### config.mk
export PLATFORM = sky130hd
export DESIGN_NAME = mgmtApbBridge
export DESIGN_NICKNAME = d
export VERILOG_FILES = /design/src/common/rv32Pkg.sv /design/src/mgmtApbBridge.sv
export VERILOG_INCLUDE_DIRS = /design/src /design/src/common
export SDC_FILE = /design/constraint.sdc
export NUM_CORES = 1
export LEC_CHECK = 0
export BUFFER_PORTS_ARGS = -buffer_cell sky130_fd_sc_hd__buf_2
export CAP_MARGIN = 0
export CORE_AREA = 2 2 122 124
export DETAILED_ROUTE_END_ITERATION = 10
export DIE_AREA = 0 0 124 126
export SLEW_MARGIN = 20
export SYNTH_ARGS = -nofsm -noshare
export SYNTH_HDL_FRONTEND = slang
export SYNTH_SLANG_ARGS = --single-unit
### constraint.sdc
create_clock -name clk -period 2.3 [get_ports clk]
set_input_delay 0.46 -clock clk [delete_from_list [all_inputs] [get_ports clk]]
set_output_delay 0.46 -clock clk [all_outputs]
set_load 0.05 [all_outputs]
### src/common/rv32_settings.svh
`ifndef RV32_SETTINGS_SVH
`define RV32_SETTINGS_SVH

// Local SRAM depth in 32-bit words
`define SRAM_WORDS 1024

// Region select bits at the top of the management address
`define MGMT_REGION_HI 15
`define MGMT_REGION_LO 14

// System region offsets
`define SYS_PC_SET 14'h0000
`define SYS_PC_JUMP 14'h0004
`define SYS_PC_STEP 14'h0008
`define SYS_INSTR 14'h0010
`define SYS_CTRL 14'h0020
`define SYS_ERROR 14'h0024

`endif

### src/common/rv32Pkg.sv
package rv32Pkg;

	// Core run state, codes follow the probe encoding
	typedef enum logic [1:0] {
		stateHalt = 2'b00,
		stateFetch = 2'b10,
		stateExecute = 2'b11
	} coreState_t;

	// RV32I major opcodes
	typedef enum logic [6:0] {
		opLui = 7'b0110111,
		opAuipc = 7'b0010111,
		opJal = 7'b1101111,
		opJalr = 7'b1100111,
		opBranch = 7'b1100011,
		opLoad = 7'b0000011,
		opStore = 7'b0100011,
		opImm = 7'b0010011,
		opReg = 7'b0110011,
		opFence = 7'b0001111,
		opSystem = 7'b1110011
	} opcode_t;

	// ALU function, same codes as funct3
	typedef enum logic [2:0] {
		aluAdd = 3'b000,
		aluSll = 3'b001,
		aluSlt = 3'b010,
		aluSltu = 3'b011,
		aluXor = 3'b100,
		aluSrl = 3'b101,
		aluOr = 3'b110,
		aluAnd = 3'b111
	} aluOp_t;

	// Alternate selects SUB and SRA
	typedef struct packed {
		aluOp_t op;
		logic alt;
	} aluCtrl_t;

	typedef struct packed {
		logic [1:0] reserved;
		logic misaligned;
		logic invalidInstruction;
	} errorCode_t;

	typedef enum logic [1:0] {
		regionSystem = 2'b00,
		regionRegisters = 2'b01,
		regionSram = 2'b10
	} mgmtRegion_t;

endpackage

### src/mgmtApbBridge.sv
`timescale 1ns/100ps
`include "rv32_settings.svh"

module mgmtApbBridge (
	input logic clk,
	input logic rst,
	input logic psel,
	input logic penable,
	input logic pwrite,
	input logic [`MGMT_REGION_HI:0] paddr,
	input logic [31:0] pwdata,
	input logic [3:0] pstrb,
	output logic [31:0] prdata,
	output logic pready,
	output logic pslverr,
	output logic run,
	output logic pcSet,
	output logic pcJump,
	output logic pcStep,
	output logic regWrite,
	output logic [4:0] regIndex,
	output logic [31:0] mgmtWriteData,
	input logic [31:0] regReadData,
	input logic [31:0] programCounter,
	input logic [31:0] instruction,
	input rv32Pkg::coreState_t state,
	input rv32Pkg::errorCode_t errorCode,
	output logic hostEnable,
	output logic hostWrite,
	output logic [$clog2(`SRAM_WORDS)-1:0] hostAddress,
	output logic [3:0] hostStrobe,
	output logic [31:0] hostWriteData,
	input logic [31:0] hostReadData
);
	localparam int AddrBits = $clog2(`SRAM_WORDS);

	rv32Pkg::mgmtRegion_t region;
	logic [`MGMT_REGION_LO-1:0] offset;
	logic access;
	logic halted;
	logic selPcSet, selPcJump, selPcStep, selInstr, selCtrl, selError;
	logic selReg;
	logic selSram;
	logic sramReadOk;
	logic readWait;
	logic decodeError;
	logic complete;
	logic [31:0] readValue;

	assign region = rv32Pkg::mgmtRegion_t'(paddr[`MGMT_REGION_HI:`MGMT_REGION_LO]);
	assign offset = paddr[`MGMT_REGION_LO-1:0];
	assign access = psel && penable;

	// Core commands and host access need a stopped core
	assign halted = (state == rv32Pkg::stateHalt) && !run;

	assign selPcSet = (region == rv32Pkg::regionSystem) && (offset == `SYS_PC_SET);
	assign selPcJump = (region == rv32Pkg::regionSystem) && (offset == `SYS_PC_JUMP);
	assign selPcStep = (region == rv32Pkg::regionSystem) && (offset == `SYS_PC_STEP);
	assign selInstr = (region == rv32Pkg::regionSystem) && (offset == `SYS_INSTR);
	assign selCtrl = (region == rv32Pkg::regionSystem) && (offset == `SYS_CTRL);
	assign selError = (region == rv32Pkg::regionSystem) && (offset == `SYS_ERROR);
	assign selReg = (region == rv32Pkg::regionRegisters) && (offset[`MGMT_REGION_LO-1:7] == '0);
	assign selSram = (region == rv32Pkg::regionSram) && (offset[`MGMT_REGION_LO-1:2] < `SRAM_WORDS);

	always_comb begin
		readValue = '0;
		decodeError = 1'b1;
		if (selPcSet || selPcJump || selPcStep) begin
			readValue = programCounter;
			decodeError = pwrite && !halted;
		end else if (selInstr) begin
			readValue = instruction;
			decodeError = pwrite;
		end else if (selCtrl) begin
			readValue = {29'b0, state, run};
			decodeError = 1'b0;
		end else if (selError) begin
			readValue = {28'b0, errorCode};
			decodeError = pwrite;
		end else if (selReg) begin
			readValue = regReadData;
			decodeError = pwrite && !halted;
		end else if (selSram) begin
			readValue = hostReadData;
			decodeError = !halted;
		end
	end

	// SRAM reads wait one cycle for the registered host data
	assign sramReadOk = selSram && !pwrite && halted;
	assign pready = access && (!sramReadOk || readWait);
	assign pslverr = pready && decodeError;
	assign complete = pready && !decodeError;

	always_ff @(posedge clk) begin
		if (rst) begin
			readWait <= 1'b0;
			run <= 1'b0;
		end else begin
			readWait <= access && sramReadOk && !readWait;
			if (complete && pwrite && selCtrl)
				run <= pwdata[0];
		end
	end

	assign pcSet = complete && pwrite && selPcSet;
	assign pcJump = complete && pwrite && selPcJump;
	assign pcStep = complete && pwrite && selPcStep;
	assign regWrite = complete && pwrite && selReg;
	assign regIndex = paddr[6:2];
	assign mgmtWriteData = pwdata;

	assign hostEnable = access && selSram && halted && !readWait;
	assign hostWrite = pwrite;
	assign hostAddress = paddr[AddrBits+1:2];
	assign hostStrobe = pstrb;
	assign hostWriteData = pwdata;

	assign prdata = {
		pstrb[3] ? readValue[31:24] : 8'h00,
		pstrb[2] ? readValue[23:16] : 8'h00,
		pstrb[1] ? readValue[15:8] : 8'h00,
		pstrb[0] ? readValue[7:0] : 8'h00
	};
endmodule

**After elaboration in Yosys (flattened, before gate mapping)**

Index checks and enable logic that the tools add are counted.

- Order comparisons: 1
- Equality and inequality tests: 7
- Muxes and demuxes: 16
- Reduce and logical (&&, ||, !) cells: 40

Operator list:

| kind | count |
|---|---|
| $mux 32 | 6 |
| $mux 8 | 4 |
| $eq 14x6->1 const B | 2 |
| $logic_and 1x1->1 | 27 |
| $eq 14x3->1 const B | 1 |
| $eq 14x4->1 const B | 1 |
| $eq 14x5->1 const B | 1 |
| $logic_not 14->1 | 1 |
| $lt 12x11->1 const B | 1 |
| $logic_not 7->1 | 1 |
| $logic_not 1->1 | 6 |
| $mux 1 | 6 |
| $logic_not 2->1 | 2 |
| $logic_or 1x1->1 | 3 |
| $eq 2x1->1 const B | 1 |
| $eq 2x2->1 const B | 1 |

- Register bits: 2
- Bits of input ports: 191
- Output and inout bits: 124
- Word-level logic and storage cells: 66

**Longest topological paths before layout**

Gate-level depths: netlist (run 1).

- Depth in word-level cells: 13
- Mapped depth: 7
- Depth with buffers taken out: 5

**Least setup slack after synthesis (run 1)**

OpenSTA, ideal clock, no wires.

- Path type: input to output
- From: input port paddr[14]
- To: output port pcJump
- Arrival: 3.133 ns
- Setup slack: -1.293 ns
- Cell stages on the path: 5
- Path buffers: 0
- Path through: or4_1 > or3_1 > a21oi_1 > nor2_1 > nor4_1

- Word-level cells in the longest chain between the ends: 12

RTL lines:

| item | line | RTL |
|---|---|---|
| start, declared | mgmtApbBridge.sv:10 | `` input logic [`MGMT_REGION_HI:0] paddr, `` |
| $eq 2x2->1 | mgmtApbBridge.sv:64 | `` assign selSram = (region == rv32Pkg::regionSram) && (offset[`MGMT_REGION_LO-1:2] < `SRAM_WORDS); `` |
| $logic_and 1x1->1 | mgmtApbBridge.sv:64 |  |
| $mux 1 | mgmtApbBridge.sv:84 | `end else if (selSram) begin` |
| $mux 1 | mgmtApbBridge.sv:81 | `end else if (selReg) begin` |
| $mux 1 | mgmtApbBridge.sv:78 | `end else if (selError) begin` |
| $mux 1 | mgmtApbBridge.sv:75 | `end else if (selCtrl) begin` |
| $mux 1 | mgmtApbBridge.sv:72 | `end else if (selInstr) begin` |
| $mux 1 | mgmtApbBridge.sv:69 | `if (selPcSet \|\| selPcJump \|\| selPcStep) begin` |
| $logic_not 1->1 | mgmtApbBridge.sv:94 | `assign complete = pready && !decodeError;` |
| $logic_and 1x1->1 | mgmtApbBridge.sv:94 |  |
| $logic_and 1x1->1 | mgmtApbBridge.sv:108 | `assign pcJump = complete && pwrite && selPcJump;` |
| $logic_and 1x1->1 (*) | mgmtApbBridge.sv:108 |  |
| end, declared | mgmtApbBridge.sv:18 | `output logic pcJump,` |

Every way passes the cells marked *; elsewhere a longest branch is shown, timed or not.

**Final worst setup path (run 1)**

- From: input port paddr[0]
- To: output port regWrite

- Word-level cells in the longest chain between the ends: 10

RTL lines:

| item | line | RTL |
|---|---|---|
| $eq 14x6->1 (no line) | n/a |  |
| $logic_and 1x1->1 | mgmtApbBridge.sv:62 | `` assign selError = (region == rv32Pkg::regionSystem) && (offset == `SYS_ERROR); `` |
| $mux 1 | mgmtApbBridge.sv:78 |  |
| $mux 1 | mgmtApbBridge.sv:75 |  |
| $mux 1 | mgmtApbBridge.sv:72 |  |
| $mux 1 (*) | mgmtApbBridge.sv:69 |  |
| $logic_not 1->1 (*) | mgmtApbBridge.sv:94 |  |
| $logic_and 1x1->1 (*) | mgmtApbBridge.sv:94 |  |
| $logic_and 1x1->1 (*) (2 in a row) | mgmtApbBridge.sv:110 | `assign regWrite = complete && pwrite && selReg;` |
| end, declared | mgmtApbBridge.sv:20 | `output logic regWrite,` |

Marked as above.

==> results of run 1 <==
## registers in the layout, indices dropped and copies added (netlist names)
register	count
readWait	1
run	1
## layer usage
metal | global-route usage [%] | vias up | part of all wire (%)
met5 | 0 | - | 0
met4 | 4.10 | 0 | 2.3
met3 | 1.27 | 29 | 6.9
met2 | 23.5 | 155 | 53
met1 | 14.4 | 1307 | 38
li1 | - | 1301 | -
## power breakdown
group / internal (mW) / total, mW / leakage, nW / switching [mW]
logic: 0.217 / 0.461 / 1.89 / 0.244
registers: 0.0350 / 0.0350 / 0.0166 / 0.0000164
clock network: 0.221 / 0.258 / 0.0370 / 0.0370
total: 0.473 / 0.754 / 1.94 / 0.281
## cells by family (layout without fill, tap and decap cells)
group	count (synthesis)	after routing	synth area share (%)
simple gates	76	76	21.9
mux	1	1	0.546
other cells	0	2	0
compound gates	83	83	37.2
flops	2	2	2.19
buf+inv	99	283	38.2
## worst reg2reg max path, delay by kind of cell, from the launching register on
kind / cells / cell delay, ns
AND/OR/NAND/NOR: 4 / 0.78
buffers and inverters: 1 / 0.15
flip-flops: 1 / 0.34
## per-stage QoR
step / setup WS [ns] / hold WS (ns)
global placement: -0.443 / 0.561
finish: -0.303 / 0.410
floorplan: -0.316 / 0.525
CTS: -0.337 / 0.409
detailed placement: -0.447 / 0.565
global route: -0.349 / 0.413
## how the worst max path moves through the flow
stage / from / endpoint / slack (ns) / cells past startpoint
3_3_place_gp: paddr[14] / prdata[2] / -0.44 / 7
2_1_floorplan: paddr[14] / pcJump / -0.32 / 5
6_report: paddr[0] / regWrite / -0.30 / 7
4_1_cts: paddr[0] / regWrite / -0.34 / 7
3_5_place_dp: paddr[14] / prdata[2] / -0.45 / 7
5_1_grt: paddr[0] / regWrite / -0.35 / 7
## cells in the final DEF (no fill, tap or decap), types with 2 or more instances in the layout
| master | instances |
|---|---|
| a2111oi_2 | 2 |
| a21boi_4 | 28 |
| a21oi_4 | 6 |
| a221oi_1 | 5 |
| a221oi_2 | 2 |
| a222oi_1 | 28 |
| and4_4 | 3 |
| buf_12 | 9 |
| buf_2 | 173 |
| buf_4 | 40 |
| buf_6 | 47 |
| buf_8 | 8 |
| clkbuf_16 | 3 |
| diode_2 | 2 |
| nand2_1 | 18 |
| nand2_2 | 4 |
| nand2_4 | 10 |
| nand2b_1 | 2 |
| nand3_1 | 2 |
| nand3b_1 | 2 |
| nand4_1 | 2 |
| nor2_1 | 5 |
| nor2_2 | 4 |
| nor4_4 | 6 |
| o21a_1 | 2 |
| o21ai_0 | 4 |
| or3_1 | 4 |
| or3_4 | 3 |
## timing repair
action	4_1_cts	5_1_grt
buffers inserted	9	3
endpoints found under the setup margin	38	38
gates resized for setup	127	38
cloned	5	0
pin swaps	40	36
## final cells by class
type	instances	area [µm²]
Multi-Input combinational cell	160	1780
Clock buffer	3	75.1
Fill cell	1541	10100
Timing Repair Buffer	280	2060
Sequential cell	2	41.3
Tap cell	184	230
Antenna cell	2	5.00
==> results by group, run 1 <==
Global routing
  – Total Routing Usage GR: 12.5%
  – First-pass GRT wire length: 15,000 µm
  – Grt ovf: 0
  – Initial antenna violation count: 2
  – Largest net degree at the start of global routing: 25
  – Vias in the first global route: 2,775

Worst setup path
  – Worst setup SP type: input port
  – Delay-heaviest family, CP: simple AND/OR/NAND/NOR gates
  – Path depth of the worst reg2reg path: 5
  – Crit end category: output port
  – R2R setup slack: 0.94 ns
  – Worst path max stage delay: 0.54 ns
  – RR Endpoint: readWait$_SDFF_PP0_
  – Worst-path fanout max: 4
  – CP Buf/Inv Count: 2
  – R2R Path Start: run$_SDFFE_PP0P_
  – CP max stage cell: or4_4
  – CP required: 1.84 ns
  – Crit-path cells: buf_8, or4_4, or3_4, a21oi_4, nor2_4, nor3b_4, buf_6
  – Arrival time at the worst endpoint: 2.14 ns
  – Critical path class: in2out

Yosys
  – Seq/Total Area, Yosys: 2.19%
  – Mean Syn Cell Area: 7.02 µm²
  – Total number of yosys warnings: 0
  – Synth area leaders: buf_4, a222oi_1, a21boi_0, nand2_1, a221oi_1
  – Most used flip-flop cell after synthesis: dfxtp_1
  – Post-synth EDFFs: 0
  – Post-synth top cells: buf_4, nand2_1, a222oi_1, a21boi_0
  – Mapped Area: 0.00183 mm²
  – Post-synth top area share: 34.4%
  – Synthesized Nets: 452
  – Post-synthesis cell type count: 35
  – Cell taking the most area after synthesis: buf_4
  – Async SR Flop Fraction: 0%
  – Most frequent cell after synthesis: buf_4
  – Mapped Cells: 261
  – Register bit total from synthesis: 2

Cells and area
  – Ratio of cells with drive above 1 in the final layout: 81.8%
  – Area Growth Syn to Fin: 129%
  – End-of-flow core utilization: 29.3%
  – Fin area: 0.00420 mm²
  – Post-layout nets: 638
  – Cell Count, Final, Fillers Out: 631

Worst hold path
  – Hold Path Origin: rst
  – Hold depth: 2
  – Worst min-delay path category: in2reg
  – Hold worst-path end: run$_SDFFE_PP0P_

Route
  – Initial DRC count: 162
  – Drt total wl: 10,700 µm
  – Post-DR wirelength/cell: 17.0 µm
  – Antenna-violating nets left: 0
  – Vias: 2,792
  – Avg Vias per Cell: 4.42
  – Detailed Routing Iterations Pass 1: 5
  – DRC violations left: 0

STA
  – Max Clk Rate: 0.384 GHz
  – RSZ-0062 raised after global routing: yes
  – Final TNS setup: -7.04 ns
  – Pin slew with the least headroom to its limit: 0.613 ns
  – Min Tclk post-route: 2.60 ns
  – Fin worst setup slack: -0.303 ns
  – Max_slew headroom: 59.1%
  – Final setup violation count: 37
  – Final Skew: 0.000218 ns
  – Final Hold Viols: 0
  – Fin crit share: 113%
  – Max Transition Viols Final: 0

Floorplanning
  – Initial Util: 12.8%
  – Num rows: 44
  – # IOs: 315
  – Die height: 126 µm
  – DIE AREA: 0.0156 mm²
  – Die X: 124 µm
  – Area of the core: 0.0143 mm²

Place
  – Gpl congestion: 0.798
  – IO Port Bufs: 221
  – Dpl cell area: 0.00336 mm²
  – DP Wirelength: 8310 µm
  – Dpl cells: 612

Status
  – Failing checks: setup timing
  – Outcome: finished, violations left

Pwr
  – Final Power: 0.754 mW
  – Pleak: 1.94 nW
  – P per Cell Area: 180 mW/mm²
  – Worst VDD drop: 0.212 mV

Clock tree
  – CTS H-tree lvls: 1
  – Total CTS buffers: 3
  – CTS Root Cell: clkbuf_16
  – Clk Latency, worst-skew pair: 0.22 ns
  – Hold buffers post-CTS: 0
  – Clk sink count: 2
  – Max clock buf depth: 2
  – Clock Pin Slew Worst Setup and Hold Paths: 0.03 ns
  – TritonCTS clock tree: built

Run
  – Max-Cap Viols: 0
Power figures use the tool's default switching activity.
==> run 2, diff against run 1 <==
--- a/config.mk
+++ b/config.mk
@@ -6,11 +6,13 @@
 export SDC_FILE = /design/constraint.sdc
 export NUM_CORES = 1
 export LEC_CHECK = 0
+export ABC_AREA = 1
 export BUFFER_PORTS_ARGS = -buffer_cell sky130_fd_sc_hd__buf_2
 export CAP_MARGIN = 0
-export CORE_AREA = 2 2 122 124
+export CORE_AREA = 2 2 124 126
+export CTS_CLUSTER_DIAMETER = 80
 export DETAILED_ROUTE_END_ITERATION = 10
-export DIE_AREA = 0 0 124 126
+export DIE_AREA = 0 0 126 128
 export SLEW_MARGIN = 20
 export SYNTH_ARGS = -nofsm -noshare
 export SYNTH_HDL_FRONTEND = slang
==> results by group, run 2 <==
Status
  – Outcome: finished, violations left
  – Failing checks: setup timing

STA
  – Max Clk Rate: 0.426 GHz
  – Max_slew headroom: 56.0%
  – Final Skew: 0.00171 ns
  – Fin crit share: 102%
  – Final Hold Viols: 0
  – RSZ-0062 raised after global routing: yes
  – Final setup violation count: 17
  – Max Transition Viols Final: 0
  – Min Hold Slack: 0.420 ns
  – Pin slew with the least headroom to its limit: 0.660 ns
  – Fin worst setup slack: -0.0497 ns
  – Final TNS setup: -0.456 ns
  – Min Tclk post-route: 2.35 ns

Yosys
  – Post-synth EDFFs: 0
  – Register bit total from synthesis: 2
  – Async SR Flop Fraction: 0%
  – Mapped Area: 0.00211 mm²
  – Post-synth top area share: 30.6%
  – Post-synth top cells: buf_4, nand2_1, a21oi_1, inv_1, o21ai_0
  – Synthesized Nets: 577
  – Mean Syn Cell Area: 5.47 µm²
  – Cell taking the most area after synthesis: buf_4
  – Synth area leaders: buf_4, nand2_1, a21oi_1, inv_1, o21ai_0
  – Mapped Cells: 386
  – Post-synthesis cell type count: 27
  – Most frequent cell after synthesis: buf_4
  – Most used flip-flop cell after synthesis: dfxtp_1
  – Seq/Total Area, Yosys: 1.90%
  – Total number of yosys warnings: 0

Clock tree
  – Clk Latency, worst-skew pair: 0.22 ns
  – CTS H-tree lvls: 1
  – Max clock buf depth: 2
  – CTS Root Cell: clkbuf_16
  – TritonCTS clock tree: built
  – Clock Pin Slew Worst Setup and Hold Paths: 0.03 ns
  – Hold buffers post-CTS: 0
  – Clk sink count: 2
  – Total CTS buffers: 3

Global routing
  – Met2 Usage GRT: 22.3%
  – Total Routing Usage GR: 11.7%
  – Vias in the first global route: 2,992
  – Most crowded layer after global routing: met2
  – Largest net degree at the start of global routing: 25
  – Initial antenna violation count: 1
  – Met3 GRT Util: 2.05%
  – First-pass GRT wire length: 15,300 µm
  – Met1 Use GR: 13.1%
  – Grt ovf: 0

Place
  – DP Wirelength: 8650 µm
  – Dpl cells: 737
  – IO Port Bufs: 221
  – Dpl cell area: 0.00339 mm²
  – Gpl congestion: 0.768

Worst setup path
  – Crit-path cells: buf_2, inv_1, buf_4, o2111ai_4, clkinv_4, buf_4, nand2_2, nand3_4, nor2_4, buf_8
  – Critical path class: in2out
  – CP required: 1.84 ns
  – Worst setup SP type: input port
  – Cell mode on critical path: buf_4
  – Crit end category: output port
  – Arrival time at the worst endpoint: 1.89 ns
  – CP max stage cell: o2111ai_4
  – Worst path max stage delay: 0.24 ns
  – Worst-path fanout max: 5

Floorplanning
  – Die height: 128 µm
  – Initial Util: 14.2%
  – Num rows: 45
  – # IOs: 315
  – Die X: 126 µm
  – DIE AREA: 0.0161 mm²
  – Area of the core: 0.0149 mm²

Worst hold path
  – Worst min-delay path category: in2reg

Route
  – Avg Vias per Cell: 4.13
  – Post-DR wirelength/cell: 15.2 µm
  – Initial DRC count: 77
  – Detailed Routing Iterations Pass 1: 4
  – Vias: 3,130
  – Antenna-violating nets left: 0
  – DRC violations left: 0
  – Drt total wl: 11,500 µm

Pwr
  – Pleak: 1.99 nW
  – P per Cell Area: 178 mW/mm²
  – Switching share of power: 41.0%
  – Clock power share: 35.2%
  – NetSw: 0.306 mW
  – Worst VDD drop: 0.410 mV
  – Comb pwr share: 60.1%
  – Reg power frac: 4.7%
  – Pint: 0.441 mW

Cells and area
  – Post-layout nets: 761
  – Fin area: 0.00420 mm²
  – Top Registers: readWait (1), run (1)
  – Commonest non-fill, non-tap cells in the layout: buf_2, nand2_1, inv_1, buf_6, buf_4
  – Cell Count, Final, Fillers Out: 757
  – Most common cell after layout, fill and taps aside: buf_2
  – Ratio of cells with drive above 1 in the final layout: 66.7%
  – End-of-flow core utilization: 28.3%
  – Area Growth Syn to Fin: 99.1%

Run
  – Max-Cap Viols: 0
[run 2: changes by cell type in the layout (fill, tap and decap cells not counted), moves of 11 or more]
cell	before	now
inv_1	0	46
nand2_1	18	62
a21boi_4	28	0
a222oi_1	28	0
a21oi_1	1	23
a21oi_2	0	18
nand2_2	4	21
o21ai_1	0	17
a21oi_4	6	20
o21ai_0	4	17
nor2_4	1	12
[run 2: worst max-delay path, delay by kind of cell]
family	cells	cell delay (ns)
simple gates	3	0.37
compound gates	1	0.24
buf+inv	6	0.81
[run 2: path summary, 6_finish.rpt]
| kind | cells past startpoint | slack, ns | startpoint | endpoint |
|---|---|---|---|---|
| worst max-delay path | 10 | -0.05 | paddr[3] | pcStep |
| worst min register to register | 3 | 0.56 | readWait$_SDFF_PP0_ | readWait$_SDFF_PP0_ |
| worst max register to register | 7 | 0.93 | run$_SDFFE_PP0P_ | run$_SDFFE_PP0P_ |
| worst min-delay path | 2 | 0.42 | rst | readWait$_SDFF_PP0_ |
[run 2: repair_timing]
| item | CTS | global route |
|---|---|---|
| setup buffers | 6 | 6 |
| gates cloned | 1 | 6 |
| setup endpoints to repair | 38 | 38 |
| resized for setup | 114 | 71 |
| pin swaps | 11 | 14 |
[run 2: power by group through the flow]
stage	Combinational, mW	Clock, mW	Sequential, mW
5_1_grt	0.477	0.270	0.0350
3_3_place_gp	0.397	0	0.0354
4_1_cts	0.425	0.268	0.0350
2_1_floorplan	0.504	0	0.0354
3_5_place_dp	0.397	0	0.0354
6_report	0.449	0.263	0.0350
[run 2: cells by family (layout without fill, tap and decap cells)]
family / after synthesis / count (layout) / synth area share [%]
other cells: 0 / 1 / 0
simple gates: 131 / 131 / 28.4
flops: 2 / 2 / 1.90
compound gates: 106 / 106 / 26.6
buf+inv: 147 / 329 / 43.1
[run 2: cell type report]
cell class | instances | area (µm²)
diodes | 1 | 2.50
clock buffers | 3 | 75.1
fillers | 1641 | 10700
inverters | 52 | 200
multi-input cells | 237 | 1700
flip-flops and latches | 2 | 40.0
well taps | 188 | 235
repair buffers | 274 | 1950
[run 2: per-stage QoR]
| step | total power [mW] | worst slack, ns |
|---|---|---|
| after global placement | 0.432 | -0.196 |
| after global routing | 0.782 | -0.127 |
| after detailed placement | 0.433 | -0.215 |
| after CTS | 0.728 | -0.0881 |
| after floorplan | 0.539 | -0.214 |
| final | 0.747 | -0.0497 |
[run 2: layer usage]
| layer | wire [µm] | up-vias |
|---|---|---|
| li1 | - | 1525 |
| met2 | 6090 | 166 |
| met1 | 4320 | 1408 |
| met3 | 880 | 31 |
| met4 | 239 | 0 |
| met5 | 0 | - |
==> run 3, diff against run 2 <==
--- a/config.mk
+++ b/config.mk
@@ -13,6 +13,7 @@
 export CTS_CLUSTER_DIAMETER = 80
 export DETAILED_ROUTE_END_ITERATION = 10
 export DIE_AREA = 0 0 126 128
+export REMOVE_ABC_BUFFERS = 1
 export SLEW_MARGIN = 20
 export SYNTH_ARGS = -nofsm -noshare
 export SYNTH_HDL_FRONTEND = slang
==> results by group, run 3 (same netlist as run 2, synthesis figures left out) <==
Status
  – Outcome: finished, violations left
  – Failing checks: setup timing

Global routing
  – Grt ovf: 0
  – Vias in the first global route: 2,947
  – Largest net degree at the start of global routing: 22
  – Initial antenna violation count: 1
  – First-pass GRT wire length: 17,900 µm
  – Total Routing Usage GR: 14.7%

Clock tree
  – CTS H-tree lvls: 1
  – Clk Latency, worst-skew pair: 0.22 ns
  – TritonCTS clock tree: built
  – Clk sink count: 2
  – Total CTS buffers: 3
  – CTS Root Cell: clkbuf_16
  – Clock Pin Slew Worst Setup and Hold Paths: 0.03 ns
  – Hold buffers post-CTS: 0
  – Max clock buf depth: 2

STA
  – Fin worst setup slack: -0.0909 ns
  – Fin crit share: 104%
  – Max Clk Rate: 0.418 GHz
  – Max Transition Viols Final: 0
  – Final Hold Viols: 0
  – Min Tclk post-route: 2.39 ns
  – RSZ-0062 raised after global routing: yes
  – Final Skew: 0.00325 ns
  – Pin slew with the least headroom to its limit: 0.360 ns
  – Final setup violation count: 31
  – Max_slew headroom: 75.7%
  – Min Hold Slack: 0.436 ns

Route
  – Post-DR wirelength/cell: 17.3 µm
  – Antenna-violating nets left: 0
  – Drt total wl: 13,100 µm
  – DRC violations left: 0
  – Detailed Routing Iterations Pass 1: 4
  – Vias: 3,127
  – Initial DRC count: 109
  – Avg Vias per Cell: 4.14

Place
  – DP Wirelength: 10,800 µm
  – Gpl congestion: 0.837
  – IO Port Bufs: 221
  – Dpl cells: 746

Floorplanning
  – # IOs: 315
  – Num rows: 45
  – DIE AREA: 0.0161 mm²
  – Initial Util: 14.2%
  – Area of the core: 0.0149 mm²
  – Die height: 128 µm
  – Die X: 126 µm

Worst setup path
  – Crit-path cells: buf_8, nor2_4, buf_4, nand2_1, nor2_4, buf_12, nand2_1, o21ai_2, nor2_1, nand3_2, nand3_4, nor2_2, buf_6
  – CP max stage cell: buf_6
  – Critical path class: in2out
  – Worst setup SP type: input port
  – Worst path max stage delay: 0.17 ns
  – CP required: 1.84 ns
  – Crit end category: output port
  – Arrival time at the worst endpoint: 1.93 ns
  – Worst-path fanout max: 8

Pwr
  – Worst VDD drop: 0.321 mV
  – P per Cell Area: 190 mW/mm²
  – Pleak: 1.92 nW

Cells and area
  – Sequential cell area: 40.0 µm²
  – Most common cell after layout, fill and taps aside: buf_2
  – # diodes: 0
  – Cell Count, Final, Fillers Out: 755
  – Top Registers: readWait (1), run (1)
  – Post-layout nets: 760
  – Ratio of cells with drive above 1 in the final layout: 60.3%
  – Fillers: 1,733
  – Multi-input combinational cell area: 0.00140 mm²
  – Commonest non-fill, non-tap cells in the layout: buf_2, nand2_1, buf_4, inv_1, a21oi_1
  – Area Growth Syn to Fin: 79.9%

Worst hold path
  – Worst min-delay path category: in2reg

Run
  – Max-Cap Viols: 0
==> run 3: changes by cell type in the layout (fill, tap and decap cells not counted), sizes merged <==
| cell | delta |
|---|---|
| buf | +1 |
| clkbuf | -2 |
| diode | -1 |
==> run 3: critical path: cells and delay by family <==
kind                   cells  cell delay [ns]
AOI/OAI and AO/OA          1             0.08
and+or+nand+nor            8             0.87
buffers and inverters      4             0.53
==> run 3: final cells by class <==
class,count,share of cell area (%)
flip-flops and latches,2,1.06
well taps,188,6.20
repair buffers,273,48.7
multi-input cells,237,36.8
inverters,52,5.28
clock buffers,3,1.98
==> run 3: what timing repair did <==
action,in CTS,in global routing
pin swaps,6,15
resized for setup,94,43
cloned,1,1
endpoints found under the setup margin,37,38
setup buffers,2,3
==> run 3: routing by layer <==
layer	track usage (%)	part of all wire (%)	wire (µm)	vias to the layer above
met5	4.64	0.58	76	-
met2	21.1	43	5600	204
met1	18.4	41	5390	1382
met4	1.87	1.3	173	4
li1	-	-	-	1519
met3	9.68	14	1840	18
==> run 3: worst paths after layout <==
kind | endpoint | from | cells past startpoint | slack (ns)
worst max register to register | readWait$_SDFF_PP0_ | run$_SDFFE_PP0P_ | 7 | 0.97
worst max-delay path | pcSet | paddr[12] | 13 | -0.09
worst min register to register | readWait$_SDFF_PP0_ | readWait$_SDFF_PP0_ | 4 | 0.60
worst min-delay path | readWait$_SDFF_PP0_ | rst | 2 | 0.44
==> run 3: where the power goes <==
part	leakage [nW]	internal, mW	switching, mW
sequential	0.0161	0.0350	0.00000356
clock	0.0370	0.221	0.0427
combinational	1.86	0.177	0.246
==> run 3: metrics by stage <==
step                      area (µm²)  total power [mW]  utilization (%)  setup TNS, ns  worst slack [ns]
after floorplan                 1400             0.124                -         -31.75             -1.23
after global placement          3240             0.423             21.8          -4.54            -0.232
after detailed placement        3240             0.425             21.8          -4.36            -0.206
after CTS                       3630             0.717             24.4         -0.572           -0.0627
after global routing            3790             0.766             25.5          -5.07            -0.218
final                           3790             0.722             25.5         -0.899           -0.0909
